===== src/logic/aluPkg.sv =====
`default_nettype none

package aluPkg;

    // Function codes, one per operation
    typedef enum logic [5:0] {
        FuncAdd             = 6'd0,
        FuncSub             = 6'd1,
        FuncMul             = 6'd2,
        FuncSqrt            = 6'd3,
        FuncDivSigned       = 6'd4,
        FuncModSigned       = 6'd5,
        FuncShiftLeftArith  = 6'd6,
        FuncShiftRightArith = 6'd7,
        FuncEqual           = 6'd8,
        FuncNotEqual        = 6'd9,
        FuncGreater         = 6'd10,
        FuncLess            = 6'd11,
        FuncGreaterU        = 6'd12,
        FuncLessU           = 6'd13,
        FuncNot             = 6'd16,
        FuncAnd             = 6'd17,
        FuncOr              = 6'd18,
        FuncXor             = 6'd19,
        FuncXnor            = 6'd20,
        FuncShiftLeftLogic  = 6'd22,
        FuncShiftRightLogic = 6'd23,
        FuncDivUnsigned     = 6'd36, // Borrowed from the float group
        FuncModUnsigned     = 6'd37
    } funcCode;

    localparam logic [1:0] GroupInt   = 2'd0;
    localparam logic [1:0] GroupLogic = 2'd1;
    localparam logic [1:0] GroupFloat = 2'd2;

    // Same six bits seen as a code or as group plus operation index
    typedef union packed {
        funcCode code;
        struct packed {
            logic [1:0] group;
            logic [3:0] index; // Bit 0 selects remainder in the divider
        } fields;
    } funcWord;

    // Division runs DataWidth steps and square root DataWidth/2 steps
    // One more edge moves the unit result into the output register
    // Everything else completes on the accepting edge

endpackage

`default_nettype wire


===== src/logic/aluController.sv =====
`timescale 1ns/1ps
`default_nettype none

module aluController #(
    parameter int DataWidth = 32,
    localparam int CountWidth = $clog2(DataWidth + 1)
) (
    input  wire logic                  i_reset,
    input  wire logic                  i_clock,
    input  wire logic                  i_start,
    input  wire logic [5:0]            i_funcCode,
    input  wire logic [DataWidth-1:0]  i_operandA,
    input  wire logic [DataWidth-1:0]  i_operandB,
    input  wire logic                  i_timerExpire,
    input  wire logic [DataWidth-1:0]  i_simpleResult,
    input  wire logic [DataWidth-1:0]  i_divResult,
    input  wire logic [DataWidth-1:0]  i_sqrtResult,
    output logic [DataWidth-1:0]       o_opA,
    output logic [DataWidth-1:0]       o_opB,
    output aluPkg::funcWord            o_func,
    output logic                       o_divStart,
    output logic                       o_sqrtStart,
    output logic                       o_timerLoad,
    output logic [CountWidth-1:0]      o_timerCount,
    output logic                       o_done,
    output logic [DataWidth-1:0]       o_result
);
    import aluPkg::*;

    localparam logic [1:0] StIdle     = 2'd0;
    localparam logic [1:0] StWaitDiv  = 2'd1;
    localparam logic [1:0] StWaitSqrt = 2'd2;

    logic [1:0]           state;
    logic                 expireDly; // Unit result settles one edge after expire
    logic                 accept;
    logic                 isDiv;
    logic                 isSqrt;
    funcWord              inWord;
    funcWord              funcReg;
    logic [DataWidth-1:0] opAReg;
    logic [DataWidth-1:0] opBReg;

    assign inWord = i_funcCode;
    assign accept = i_start && (state == StIdle);
    assign o_done = (state == StIdle);

    always_comb begin
        isDiv = 1'b0;
        isSqrt = 1'b0;
        case (inWord.fields.group)
            GroupInt: begin
                isDiv = inWord.code inside {FuncDivSigned, FuncModSigned};
                isSqrt = (inWord.code == FuncSqrt);
            end
            GroupLogic: ; // Always single cycle
            GroupFloat: isDiv = inWord.code inside {FuncDivUnsigned, FuncModUnsigned};
            default: ;
        endcase
    end

    // While idle the units see the incoming word so they can load on the accepting edge
    assign o_opA = (state == StIdle) ? i_operandA : opAReg;
    assign o_opB = (state == StIdle) ? i_operandB : opBReg;
    assign o_func = (state == StIdle) ? inWord : funcReg;

    assign o_divStart = accept && isDiv;
    assign o_sqrtStart = accept && isSqrt;
    assign o_timerLoad = accept && (isDiv || isSqrt);
    assign o_timerCount = isDiv ? CountWidth'(DataWidth) : CountWidth'(DataWidth / 2);

    always_ff @(posedge i_reset or posedge i_clock) begin
        if (i_clock) begin
            state <= StIdle;
            expireDly <= 1'b0;
            o_result <= '0;
        end else begin
            expireDly <= i_timerExpire;
            case (state)
                StIdle: begin
                    if (accept) begin
                        if (isDiv) begin
                            state <= StWaitDiv;
                        end else if (isSqrt) begin
                            state <= StWaitSqrt;
                        end else begin
                            o_result <= i_simpleResult; // Single cycle
                        end
                    end
                end
                StWaitDiv: begin
                    if (expireDly) begin
                        o_result <= i_divResult;
                        state <= StIdle;
                    end
                end
                StWaitSqrt: begin
                    if (expireDly) begin
                        o_result <= i_sqrtResult;
                        state <= StIdle;
                    end
                end
                default: state <= StIdle;
            endcase
        end
    end

    always_ff @(posedge i_reset) begin
        if (accept) begin
            opAReg <= i_operandA;
            opBReg <= i_operandB;
            funcReg <= inWord;
        end
    end

endmodule

`default_nettype wire


===== src/logic/aluTop.sv =====
`timescale 1ns/1ps
`default_nettype none

module aluTop #(
    parameter int DataWidth = 32
) (
    input  wire logic                 i_reset,
    input  wire logic                 i_clock,
    input  wire logic                 i_start,
    input  wire logic [5:0]           i_funcCode,
    input  wire logic [DataWidth-1:0] i_operandA,
    input  wire logic [DataWidth-1:0] i_operandB,
    output logic                      o_done,
    output logic [DataWidth-1:0]      o_result
);
    import aluPkg::*;

    localparam int CountWidth = $clog2(DataWidth + 1);

    logic [DataWidth-1:0]  opA;
    logic [DataWidth-1:0]  opB;
    funcWord               func;
    logic                  divStart;
    logic                  sqrtStart;
    logic                  timerLoad;
    logic [CountWidth-1:0] timerCount;
    logic                  stepEnable;
    logic                  timerExpire;
    logic [DataWidth-1:0]  simpleResult;
    logic [DataWidth-1:0]  divResult;
    logic [DataWidth-1:0]  sqrtResult;

    aluController #(.DataWidth(DataWidth)) controller (
        .i_reset(i_reset),
        .i_clock(i_clock),
        .i_start(i_start),
        .i_funcCode(i_funcCode),
        .i_operandA(i_operandA),
        .i_operandB(i_operandB),
        .i_timerExpire(timerExpire),
        .i_simpleResult(simpleResult),
        .i_divResult(divResult),
        .i_sqrtResult(sqrtResult),
        .o_opA(opA),
        .o_opB(opB),
        .o_func(func),
        .o_divStart(divStart),
        .o_sqrtStart(sqrtStart),
        .o_timerLoad(timerLoad),
        .o_timerCount(timerCount),
        .o_done(o_done),
        .o_result(o_result)
    );

    cycleTimer #(.DataWidth(DataWidth)) timer (
        .i_reset(i_reset),
        .i_clock(i_clock),
        .i_load(timerLoad),
        .i_count(timerCount),
        .o_stepEnable(stepEnable),
        .o_expire(timerExpire)
    );

    simpleAlu #(.DataWidth(DataWidth)) simple (
        .i_opA(opA),
        .i_opB(opB),
        .i_func(func),
        .o_result(simpleResult)
    );

    iterDivider #(.DataWidth(DataWidth)) divider (
        .i_reset(i_reset),
        .i_clock(i_clock),
        .i_start(divStart),
        .i_step(stepEnable),
        .i_opA(opA),
        .i_opB(opB),
        .i_func(func),
        .o_result(divResult)
    );

    iterSqrt #(.DataWidth(DataWidth)) sqrtUnit (
        .i_reset(i_reset),
        .i_clock(i_clock),
        .i_start(sqrtStart),
        .i_step(stepEnable),
        .i_opA(opA),
        .o_result(sqrtResult)
    );

endmodule

`default_nettype wire


===== src/logic/cycleTimer.sv =====
`timescale 1ns/1ps
`default_nettype none

module cycleTimer #(
    parameter int DataWidth = 32,
    localparam int CountWidth = $clog2(DataWidth + 1)
) (
    input  wire logic                  i_reset,
    input  wire logic                  i_clock,
    input  wire logic                  i_load,
    input  wire logic [CountWidth-1:0] i_count,
    output logic                       o_stepEnable,
    output logic                       o_expire
);

    logic [CountWidth-1:0] count;

    always_ff @(posedge i_reset or posedge i_clock) begin
        if (i_clock) begin
            count <= '0;
        end else if (i_load) begin
            count <= i_count;
        end else if (count != '0) begin
            count <= count - 1'b1;
        end
    end

    assign o_stepEnable = (count != '0);
    assign o_expire = (count == CountWidth'(1)); // Last step happens on this cycle's edge

endmodule

`default_nettype wire


===== src/logic/iterDivider.sv =====
`timescale 1ns/1ps
`default_nettype none

module iterDivider #(
    parameter int DataWidth = 32
) (
    input  wire logic                 i_reset,
    input  wire logic                 i_clock,
    input  wire logic                 i_start,
    input  wire logic                 i_step,
    input  wire logic [DataWidth-1:0] i_opA,
    input  wire logic [DataWidth-1:0] i_opB,
    input  wire aluPkg::funcWord      i_func,
    output logic [DataWidth-1:0]      o_result
);
    import aluPkg::*;

    logic                 signedOp;
    logic                 negA;
    logic                 negB;
    logic                 negQuo;
    logic                 negRem;
    logic                 remSel;
    logic [DataWidth-1:0] remReg;    // Partial remainder always below the divisor
    logic [DataWidth-1:0] quoReg;    // Dividend bits shift out as quotient bits shift in
    logic [DataWidth-1:0] divisorReg;
    logic [DataWidth:0]   shifted;
    logic [DataWidth:0]   diff;
    logic [DataWidth-1:0] quoFinal;
    logic [DataWidth-1:0] remFinal;

    assign signedOp = (i_func.fields.group == GroupInt);
    assign negA = signedOp && i_opA[DataWidth-1];
    assign negB = signedOp && i_opB[DataWidth-1];

    always_ff @(posedge i_reset or posedge i_clock) begin
        if (i_clock) begin
            negQuo <= 1'b0;
            negRem <= 1'b0;
            remSel <= 1'b0;
        end else if (i_start) begin
            negQuo <= negA ^ negB;
            negRem <= negA;      // Remainder follows the dividend
            remSel <= i_func.fields.index[0];
        end
    end

    assign shifted = {remReg, quoReg[DataWidth-1]};
    assign diff = shifted - {1'b0, divisorReg};

    always_ff @(posedge i_reset) begin
        if (i_start) begin
            remReg <= '0;
            quoReg <= negA ? -i_opA : i_opA;
            divisorReg <= negB ? -i_opB : i_opB;
        end else if (i_step) begin
            if (!diff[DataWidth]) begin
                remReg <= diff[DataWidth-1:0];
                quoReg <= {quoReg[DataWidth-2:0], 1'b1};
            end else begin
                remReg <= shifted[DataWidth-1:0]; // Restore
                quoReg <= {quoReg[DataWidth-2:0], 1'b0};
            end
        end
    end

    // A zero divisor never fails the compare, so the quotient fills with ones
    assign quoFinal = negQuo ? -quoReg : quoReg;
    assign remFinal = negRem ? -remReg : remReg;
    assign o_result = remSel ? remFinal : quoFinal;

endmodule

`default_nettype wire


===== src/logic/iterSqrt.sv =====
`timescale 1ns/1ps
`default_nettype none

module iterSqrt #(
    parameter int DataWidth = 32
) (
    input  wire logic                 i_reset,
    input  wire logic                 i_clock,
    input  wire logic                 i_start,
    input  wire logic                 i_step,
    input  wire logic [DataWidth-1:0] i_opA,
    output logic [DataWidth-1:0]      o_result
);

    localparam int RootWidth = DataWidth / 2;
    localparam int RemWidth = RootWidth + 2;

    logic [DataWidth-1:0] radReg;  // Bit pairs leave from the top
    logic [RemWidth-1:0]  remReg;
    logic [RootWidth-1:0] rootReg;
    logic [RemWidth-1:0]  remShift;
    logic [RemWidth-1:0]  trial;

    assign remShift = {remReg[RemWidth-3:0], radReg[DataWidth-1 -: 2]};
    assign trial = {rootReg, 2'b01}; // 4*root + 1

    always_ff @(posedge i_reset or posedge i_clock) begin
        if (i_clock) begin
            radReg <= '0;
            remReg <= '0;
            rootReg <= '0;
        end else if (i_start) begin
            radReg <= i_opA;
            remReg <= '0;
            rootReg <= '0;
        end else if (i_step) begin
            radReg <= radReg << 2;
            if (remShift >= trial) begin
                remReg <= remShift - trial;
                rootReg <= {rootReg[RootWidth-2:0], 1'b1};
            end else begin
                remReg <= remShift;
                rootReg <= {rootReg[RootWidth-2:0], 1'b0};
            end
        end
    end

    assign o_result = DataWidth'(rootReg);

endmodule

`default_nettype wire


===== src/logic/simpleAlu.sv =====
`timescale 1ns/1ps
`default_nettype none

module simpleAlu #(
    parameter int DataWidth = 32
) (
    input  wire logic [DataWidth-1:0] i_opA,
    input  wire logic [DataWidth-1:0] i_opB,
    input  wire aluPkg::funcWord      i_func,
    output logic [DataWidth-1:0]      o_result
);
    import aluPkg::*;

    localparam int ShiftWidth = $clog2(DataWidth);

    logic [ShiftWidth-1:0] shamt;
    logic signed [DataWidth-1:0] sA;
    logic signed [DataWidth-1:0] sB;

    assign shamt = i_opB[ShiftWidth-1:0];
    assign sA = i_opA;
    assign sB = i_opB;

    always_comb begin
        case (i_func.code)
            FuncAdd:             o_result = i_opA + i_opB;
            FuncSub:             o_result = i_opA - i_opB;
            FuncMul:             o_result = i_opA * i_opB; // Low word, same for signed
            FuncShiftLeftArith:  o_result = i_opA << shamt;
            FuncShiftRightArith: o_result = sA >>> shamt;
            FuncEqual:           o_result = DataWidth'(i_opA == i_opB);
            FuncNotEqual:        o_result = DataWidth'(i_opA != i_opB);
            FuncGreater:         o_result = DataWidth'(sA > sB);
            FuncLess:            o_result = DataWidth'(sA < sB);
            FuncGreaterU:        o_result = DataWidth'(i_opA > i_opB);
            FuncLessU:           o_result = DataWidth'(i_opA < i_opB);
            FuncNot:             o_result = ~i_opA;
            FuncAnd:             o_result = i_opA & i_opB;
            FuncOr:              o_result = i_opA | i_opB;
            FuncXor:             o_result = i_opA ^ i_opB;
            FuncXnor:            o_result = i_opA ~^ i_opB;
            FuncShiftLeftLogic:  o_result = i_opA << shamt;
            FuncShiftRightLogic: o_result = i_opA >> shamt;
            // Iterative ops come from their own units, float codes give zero
            default:             o_result = '0;
        endcase
    end

endmodule

`default_nettype wire


===== config.mk =====
export PLATFORM = sky130hd
export DESIGN_NAME = aluTop
export DESIGN_NICKNAME = d
export VERILOG_FILES = /design/src/logic/aluPkg.sv /design/src/logic/aluController.sv /design/src/logic/aluTop.sv /design/src/logic/cycleTimer.sv /design/src/logic/iterDivider.sv /design/src/logic/iterSqrt.sv /design/src/logic/simpleAlu.sv
export SDC_FILE = /design/constraint.sdc
export NUM_CORES = 2
export LEC_CHECK = 0
export CORE_UTILIZATION = 40
export CTS_CLUSTER_DIAMETER = 30
export DETAILED_ROUTE_END_ITERATION = 10
export DONT_BUFFER_PORTS = 1
export GPL_TIMING_DRIVEN = 0
export PLACE_DENSITY = 0.5
export SKIP_LAST_GASP = 1
export SLEW_MARGIN = 0
export SYNTH_ARGS = -nofsm -noshare
export SYNTH_HDL_FRONTEND = slang
export SYNTH_HIERARCHICAL = 1
export SYNTH_SLANG_ARGS = --single-unit

===== constraint.sdc =====
create_clock -name i_reset -period 14.1 [get_ports i_reset]
set_clock_uncertainty 0.1 [all_clocks]
set_input_delay 2.82 -clock i_reset [delete_from_list [all_inputs] [get_ports i_reset]]
set_output_delay 2.82 -clock i_reset [all_outputs]
set_load 0.005 [all_outputs]

* Word-level counts from Yosys, hierarchy flattened
Cells that the tools add are included.
** Cells by class
- Add/sub/neg operators :: 9
- Multiply operators :: 1
- $lt $le $gt $ge :: 5
- Eq/ne operators :: 35
- Shift operators :: 3
- Muxes and demuxes :: 37
- Bitwise logic cells :: 6
- Reduce and logical (&&, ||, !) cells :: 22
** Operator list (number)
- $mux W32 :: 17
- $pmux W32 S17 :: 1
- $neg A32 Y32 :: 4
- $pmux W32 S3 :: 1
- $mux W16 :: 5
- $gt A32 B32 Y1 :: 2
- $lt A32 B32 Y1 :: 2
- $eq A6 B5 Y1 const B :: 7
- $eq A6 B4 Y1 const B :: 6
- $sub A33 B32 Y33 :: 1
- $add A32 B32 Y32 :: 1
- $and A32 B32 Y32 :: 1
- $eq A32 B32 Y1 :: 1
- $mul A32 B32 Y32 :: 1
- $ne A32 B32 Y1 :: 1
- $not A32 Y32 :: 1
- $or A32 B32 Y32 :: 1
- $shl A32 B5 Y32 :: 1
- $shr A32 B5 Y32 :: 1
- $sshr A32 B5 Y32 :: 1
- $sub A32 B32 Y32 :: 1
- $xnor A32 B32 Y32 :: 1
- $xor A32 B32 Y32 :: 1
- $eq A6 B3 Y1 const B :: 4
- other kinds (27) :: 55
** Storage, ports and cells
- Register bits after elaboration :: 274
- Input bits :: 73
- Output and inout port bits :: 33
- Logic and storage cells :: 134

* Depth between registers and ports, before layout
- Word-level depth :: 9
- Gate-level depth with buffers :: 41
- Gate-level depth less buffers :: 33

* By module
The synthesis kept the hierarchy.
** By module, submodules not included
- simpleAlu :: times used 1, cells each 3148, area an instance 24108.1 µm², sequential area each 0.0 µm²
- iterDivider :: times used 1, cells each 1051, area an instance 8667.1 µm², sequential area each 2637.5 µm²
- aluController :: times used 1, cells each 369, area an instance 5152.4 µm², sequential area each 2977.9 µm²
- iterSqrt :: times used 1, cells each 438, area an instance 3998.8 µm², sequential area each 1601.5 µm²
- cycleTimer :: times used 1, cells each 44, area an instance 406.6 µm², sequential area each 150.1 µm²

* Least setup slack after synthesis
OpenSTA, ideal clock, no wires.
- Kind :: in2reg
- Start point :: input port i_operandB[2]
- End point :: register controller.o_result[29]
- Setup time :: 125 ps
- Arrival :: 11339 ps
- Data required time :: 13875 ps
- Slack :: 2536 ps
- Cell stages on the path :: 33
- Buffers on the path :: 6
- Cells stage by stage :: mux2_2 > clkbuf_1 > clkinv_1 > buf_1 > clkbuf_1 > clkbuf_1 > buf_1 > nor2_1 > fa_1 > inv_1 > fa_1 > fa_1 > fa_1 > inv_1 > fa_1 > inv_1 > fa_1 > inv_1 > fa_1 > fa_1 > ha_1 > clkbuf_1 > nand2_1 > o21ai_0 > nor2_1 > o31ai_1 > a211oi_1 > xnor2_1 > a211o_1 > a211o_1 > nor2_1 > a21oi_1 > mux2_4
** On the way
- Cells in the longest elaborated chain, start to end :: 7
- Elaborated cells between the ends (all ways) :: 12
- Classes of those cells :: add/sub: 2; mul: 1; shift: 3; mux: 6
** Ends and longest elaborated chain
- from (decl) :: line aluTop.sv:12 : input wire logic [DataWidth-1:0] i_operandB,
- $mux W32 * :: line aluController.sv:64 : assign o_opB = (state == StIdle) ? i_operandB : opBReg;
- $mul A32 B32 Y32, or another cell as far along :: line simpleAlu.sv:28 : FuncMul: o_result = i_opA * i_opB;
- $pmux W32 S17 * :: line simpleAlu.sv:25 : case (i_func.code)
- named net simpleResult[29] :: line aluTop.sv:29 : logic [DataWidth-1:0] simpleResult;
- $mux W32 * :: line aluController.sv:84 : end else if (isSqrt) begin
- $mux W32 * :: line aluController.sv:82 : if (isDiv) begin
- $mux W32 * :: line aluController.sv:81 : if (accept) begin
- $pmux W32 S3 * :: line aluController.sv:79 : case (state)
- to (signal assigned) :: line aluController.sv:87 : o_result <= i_simpleResult;
- to (signal assigned) :: line aluController.sv:93 : o_result <= i_divResult;
- to (signal assigned) :: line aluController.sv:99 : o_result <= i_sqrtResult;
- to (decl) :: line aluController.sv:26 : output logic [DataWidth-1:0] o_result
The timed path passes the listed nets; every way through them passes the cells marked *. The select of a mux whose other input is x is not followed.
A chain may end at the register's enable or synchronous reset.

* Worst setup path in the final report
- Start point :: input port i_operandB[3]
- End point :: register controller.o_result[31]
Same word-level chain as after synthesis.

==> results.py <==
metrics = {
    "timing": {
        "slew_headroom_pct": -1.92,
        "maxSlewViolCount": 22,
        "fmax_ghz": 0.0720,
        "rsz0062_at_grt": "no",
        "period_needed_ns": 13.88,
        "min_period_over_period_pct": 98.5,
        "tns_ns": 0,
        "tightest_slew_ns": 1.53,
        "setup_viol_count_final": 0,
        "final_hold_viol_count": 0,
    },
    "floorplanning": {
        "fp.dieW_um": 327,
        "ioPinCount": 106,
        "coreArea_um2": 104000,
        "die-height_um": 327,
        "dieArea_um2": 107000,
        "rows": 118,
        "start_util_pct": 40.6,
    },
    "layout": {
        "area_growth_syn_to_layout_pct": 11.0,
        "layout_common_cells": "nor2_1, inv_1, nand2_1, fa_1, a21oi_1",
        "drive_above_1_share_pct": 7.88,
        "postLayoutCoreUtil_pct": 45.1,
        "fillers": 10600,
        "layout.nets": 5916,
        "layout_commonest_cell": "nor2_1",
    },
    "drt": {
        "wl_per_cell_um": 33.3,
        "routed_wl_um": 220000,
        "first_pass_iters": 7,
        "vias_per_cell": 6.15,
        "vias": 40600,
        "ant_nets": 0,
        "drc": 0,
        "drt_iter0_drc": 4723,
    },
    "placed_design": {
        "gp_congestion": 1.08,
        "hpwl_um": 174000,
        "portBuffers": 0,
    },
    "worst_setup_path": {
        "critical-path-top-delay-family": "adder cells",
        "crit_arrival_ns": 14.30,
        "cp_max_fo": 11,
        "cp_num_buf_inv": 10,
        "path_class": "in2reg",
        "worstSetupStartpointType": "primary input",
        "worstPathRequired_ns": 14.52,
        "slowest_stage": "o31ai_1",
        "cpPeakStageDelay_ns": 0.85,
        "end_kind": "register",
        "crit_top_cell": "fa_1",
    },
    "clock_network": {
        "cts_hold_buf": 0,
        "postCtsSetupRepairBufs": 0,
        "h-tree-depth": 3,
        "numCtsBuffers": 79,
        "clk_latency_ns": 0.65,
        "cts_sinks": 274,
        "cts_buffer_depth": 3,
        "cts_resized": 0,
        "cts_tree": "built",
        "ctsRootBufferMaster": "clkbuf_16",
        "clkTransAtPathRegs_ns": 0.04,
    },
    "global_route": {
        "grt_pass1_wl_um": 307000,
        "grt_max_degree": 67,
        "grt_antenna_before_repair": 10,
        "gr-total-overflow": 0,
        "grt_pass1_vias": 40100,
        "grt.total_usage_pct": 40.7,
    },
    "synthesis": {
        "synthCells": 5050,
        "synth_cell_type_count": 118,
        "seq_area_frac_synth_pct": 17.4,
        "yosysWarnings": 6,
        "postSynthAreaPerCell_um2": 8.38,
        "synth_edf_count": 134,
        "synth-main-ff-cell": "edfxtp_1",
        "syn_area_um2": 42300,
        "synth-seq-cells": 274,
        "async_flop_share_pct": 39.4,
    },
    "outcome": {
        "status": "finished, violations left",
        "violations": "max-capacitance violations, max-slew violations",
    },
    "job": {
        "maxCapViolCount": 2,
    },
    "min_path": {
        "hold_class": "reg2reg",
    },
}
[sequential cells by signal, indices dropped and copies added (netlist names)]
signal,cells
controller/o_result,32
sqrtUnit/rootReg,16
controller/state,2
divider/negRem,1
divider/divisorReg,32
controller/opBReg,32
divider/negQuo,1
timer/count,6
divider/quoReg,32
divider/remReg,32
sqrtUnit/radReg,32
sqrtUnit/remReg,16
controller/funcReg,6
controller/opAReg,32
controller/expireDly,1
divider/remSel,1
[synth_stat cells, types with 38 or more instances]
cell type / count / share of area, %
xor2_1: 98 / 2.0
nor3_1: 49 / 0.58
a211oi_1: 38 / 0.67
inv_1: 549 / 4.9
o211ai_1: 45 / 0.80
nor2_1: 703 / 6.2
buf_1: 49 / 0.43
a21oi_1: 318 / 3.8
mux2_2: 78 / 2.1
a22oi_1: 49 / 0.87
o21ai_0: 270 / 3.2
ha_1: 280 / 8.3
xnor2_1: 143 / 3.0
nand3_1: 57 / 0.67
nand2_1: 482 / 4.3
o31ai_1: 54 / 0.96
mux2i_1: 111 / 2.6
edfxtp_1: 134 / 9.5
fa_1: 411 / 19
nand2b_1: 41 / 0.61
dfrtp_1: 108 / 6.4
clkbuf_1: 223 / 2.0
[per-stage QoR]
stage                     worst slack, ns  std cells  hold slack (ns)  area, um^2
after floorplan                      2.54       5068            0.389       42400
after global placement             -0.436       6448            0.422       44100
after detailed placement           -0.375       6451            0.424       44200
after CTS                           0.165       6597            0.437       47000
after global routing                0.117       6597            0.455       47000
final                               0.216       6602            0.438       47000
[path summary, 6_finish.rpt]
check                                       start                      end  slack [ns]  cells past startpoint
hold reg to reg            controller/o_result[6]   controller/o_result[6]        0.44                      1
setup / recovery                    i_operandB[3]  controller/o_result[31]        0.22                     33
min in group asynchronous                 i_clock           divider/negQuo        1.89                      1
max in group asynchronous                 i_clock       sqrtUnit/remReg[5]       11.22                      1
hold / removal             controller/o_result[6]   controller/o_result[6]        0.44                      1
setup reg to reg              controller/state[0]  controller/o_result[31]        0.52                     37
[layout make-up]
class	instances	area, um^2	area share, %
antenna	5	12.5	0.0266
buffer	338	1450	3.07
clock inverter	48	629	1.34
timing repair buffer	3	75.1	0.160
sequential	274	7370	15.7
multi-input combinational	3894	31500	67.0
inverter	562	2110	4.50
clock buffer	98	2140	4.55
tap	1380	1730	3.67
[layer usage]
metal  up-vias  global-route usage (%)  share of wire (%)
li1      17500                       -                  -
met1     20200                    50.9                 39
met2      2250                    62.7                 44
met3       646                    8.43                8.8
met4        12                    28.8                8.5
met5         -                   0.266              0.049
[logic make-up after synthesis]
kind of cell             synth area share (%)
other                                  0.0177
flip-flops                               17.4
buffers and inverters                    8.39
AO/OA/AOI/OAI                            17.9
XOR/XNOR                                 5.02
adder cells (fa/ha/maj)                  27.7
AND/OR/NAND/NOR                          15.9
multiplexers                             7.57
Power is left out: the tool's default activity adds up to more than one toggle a clock period on the data nets, which glitch-free logic cannot reach.
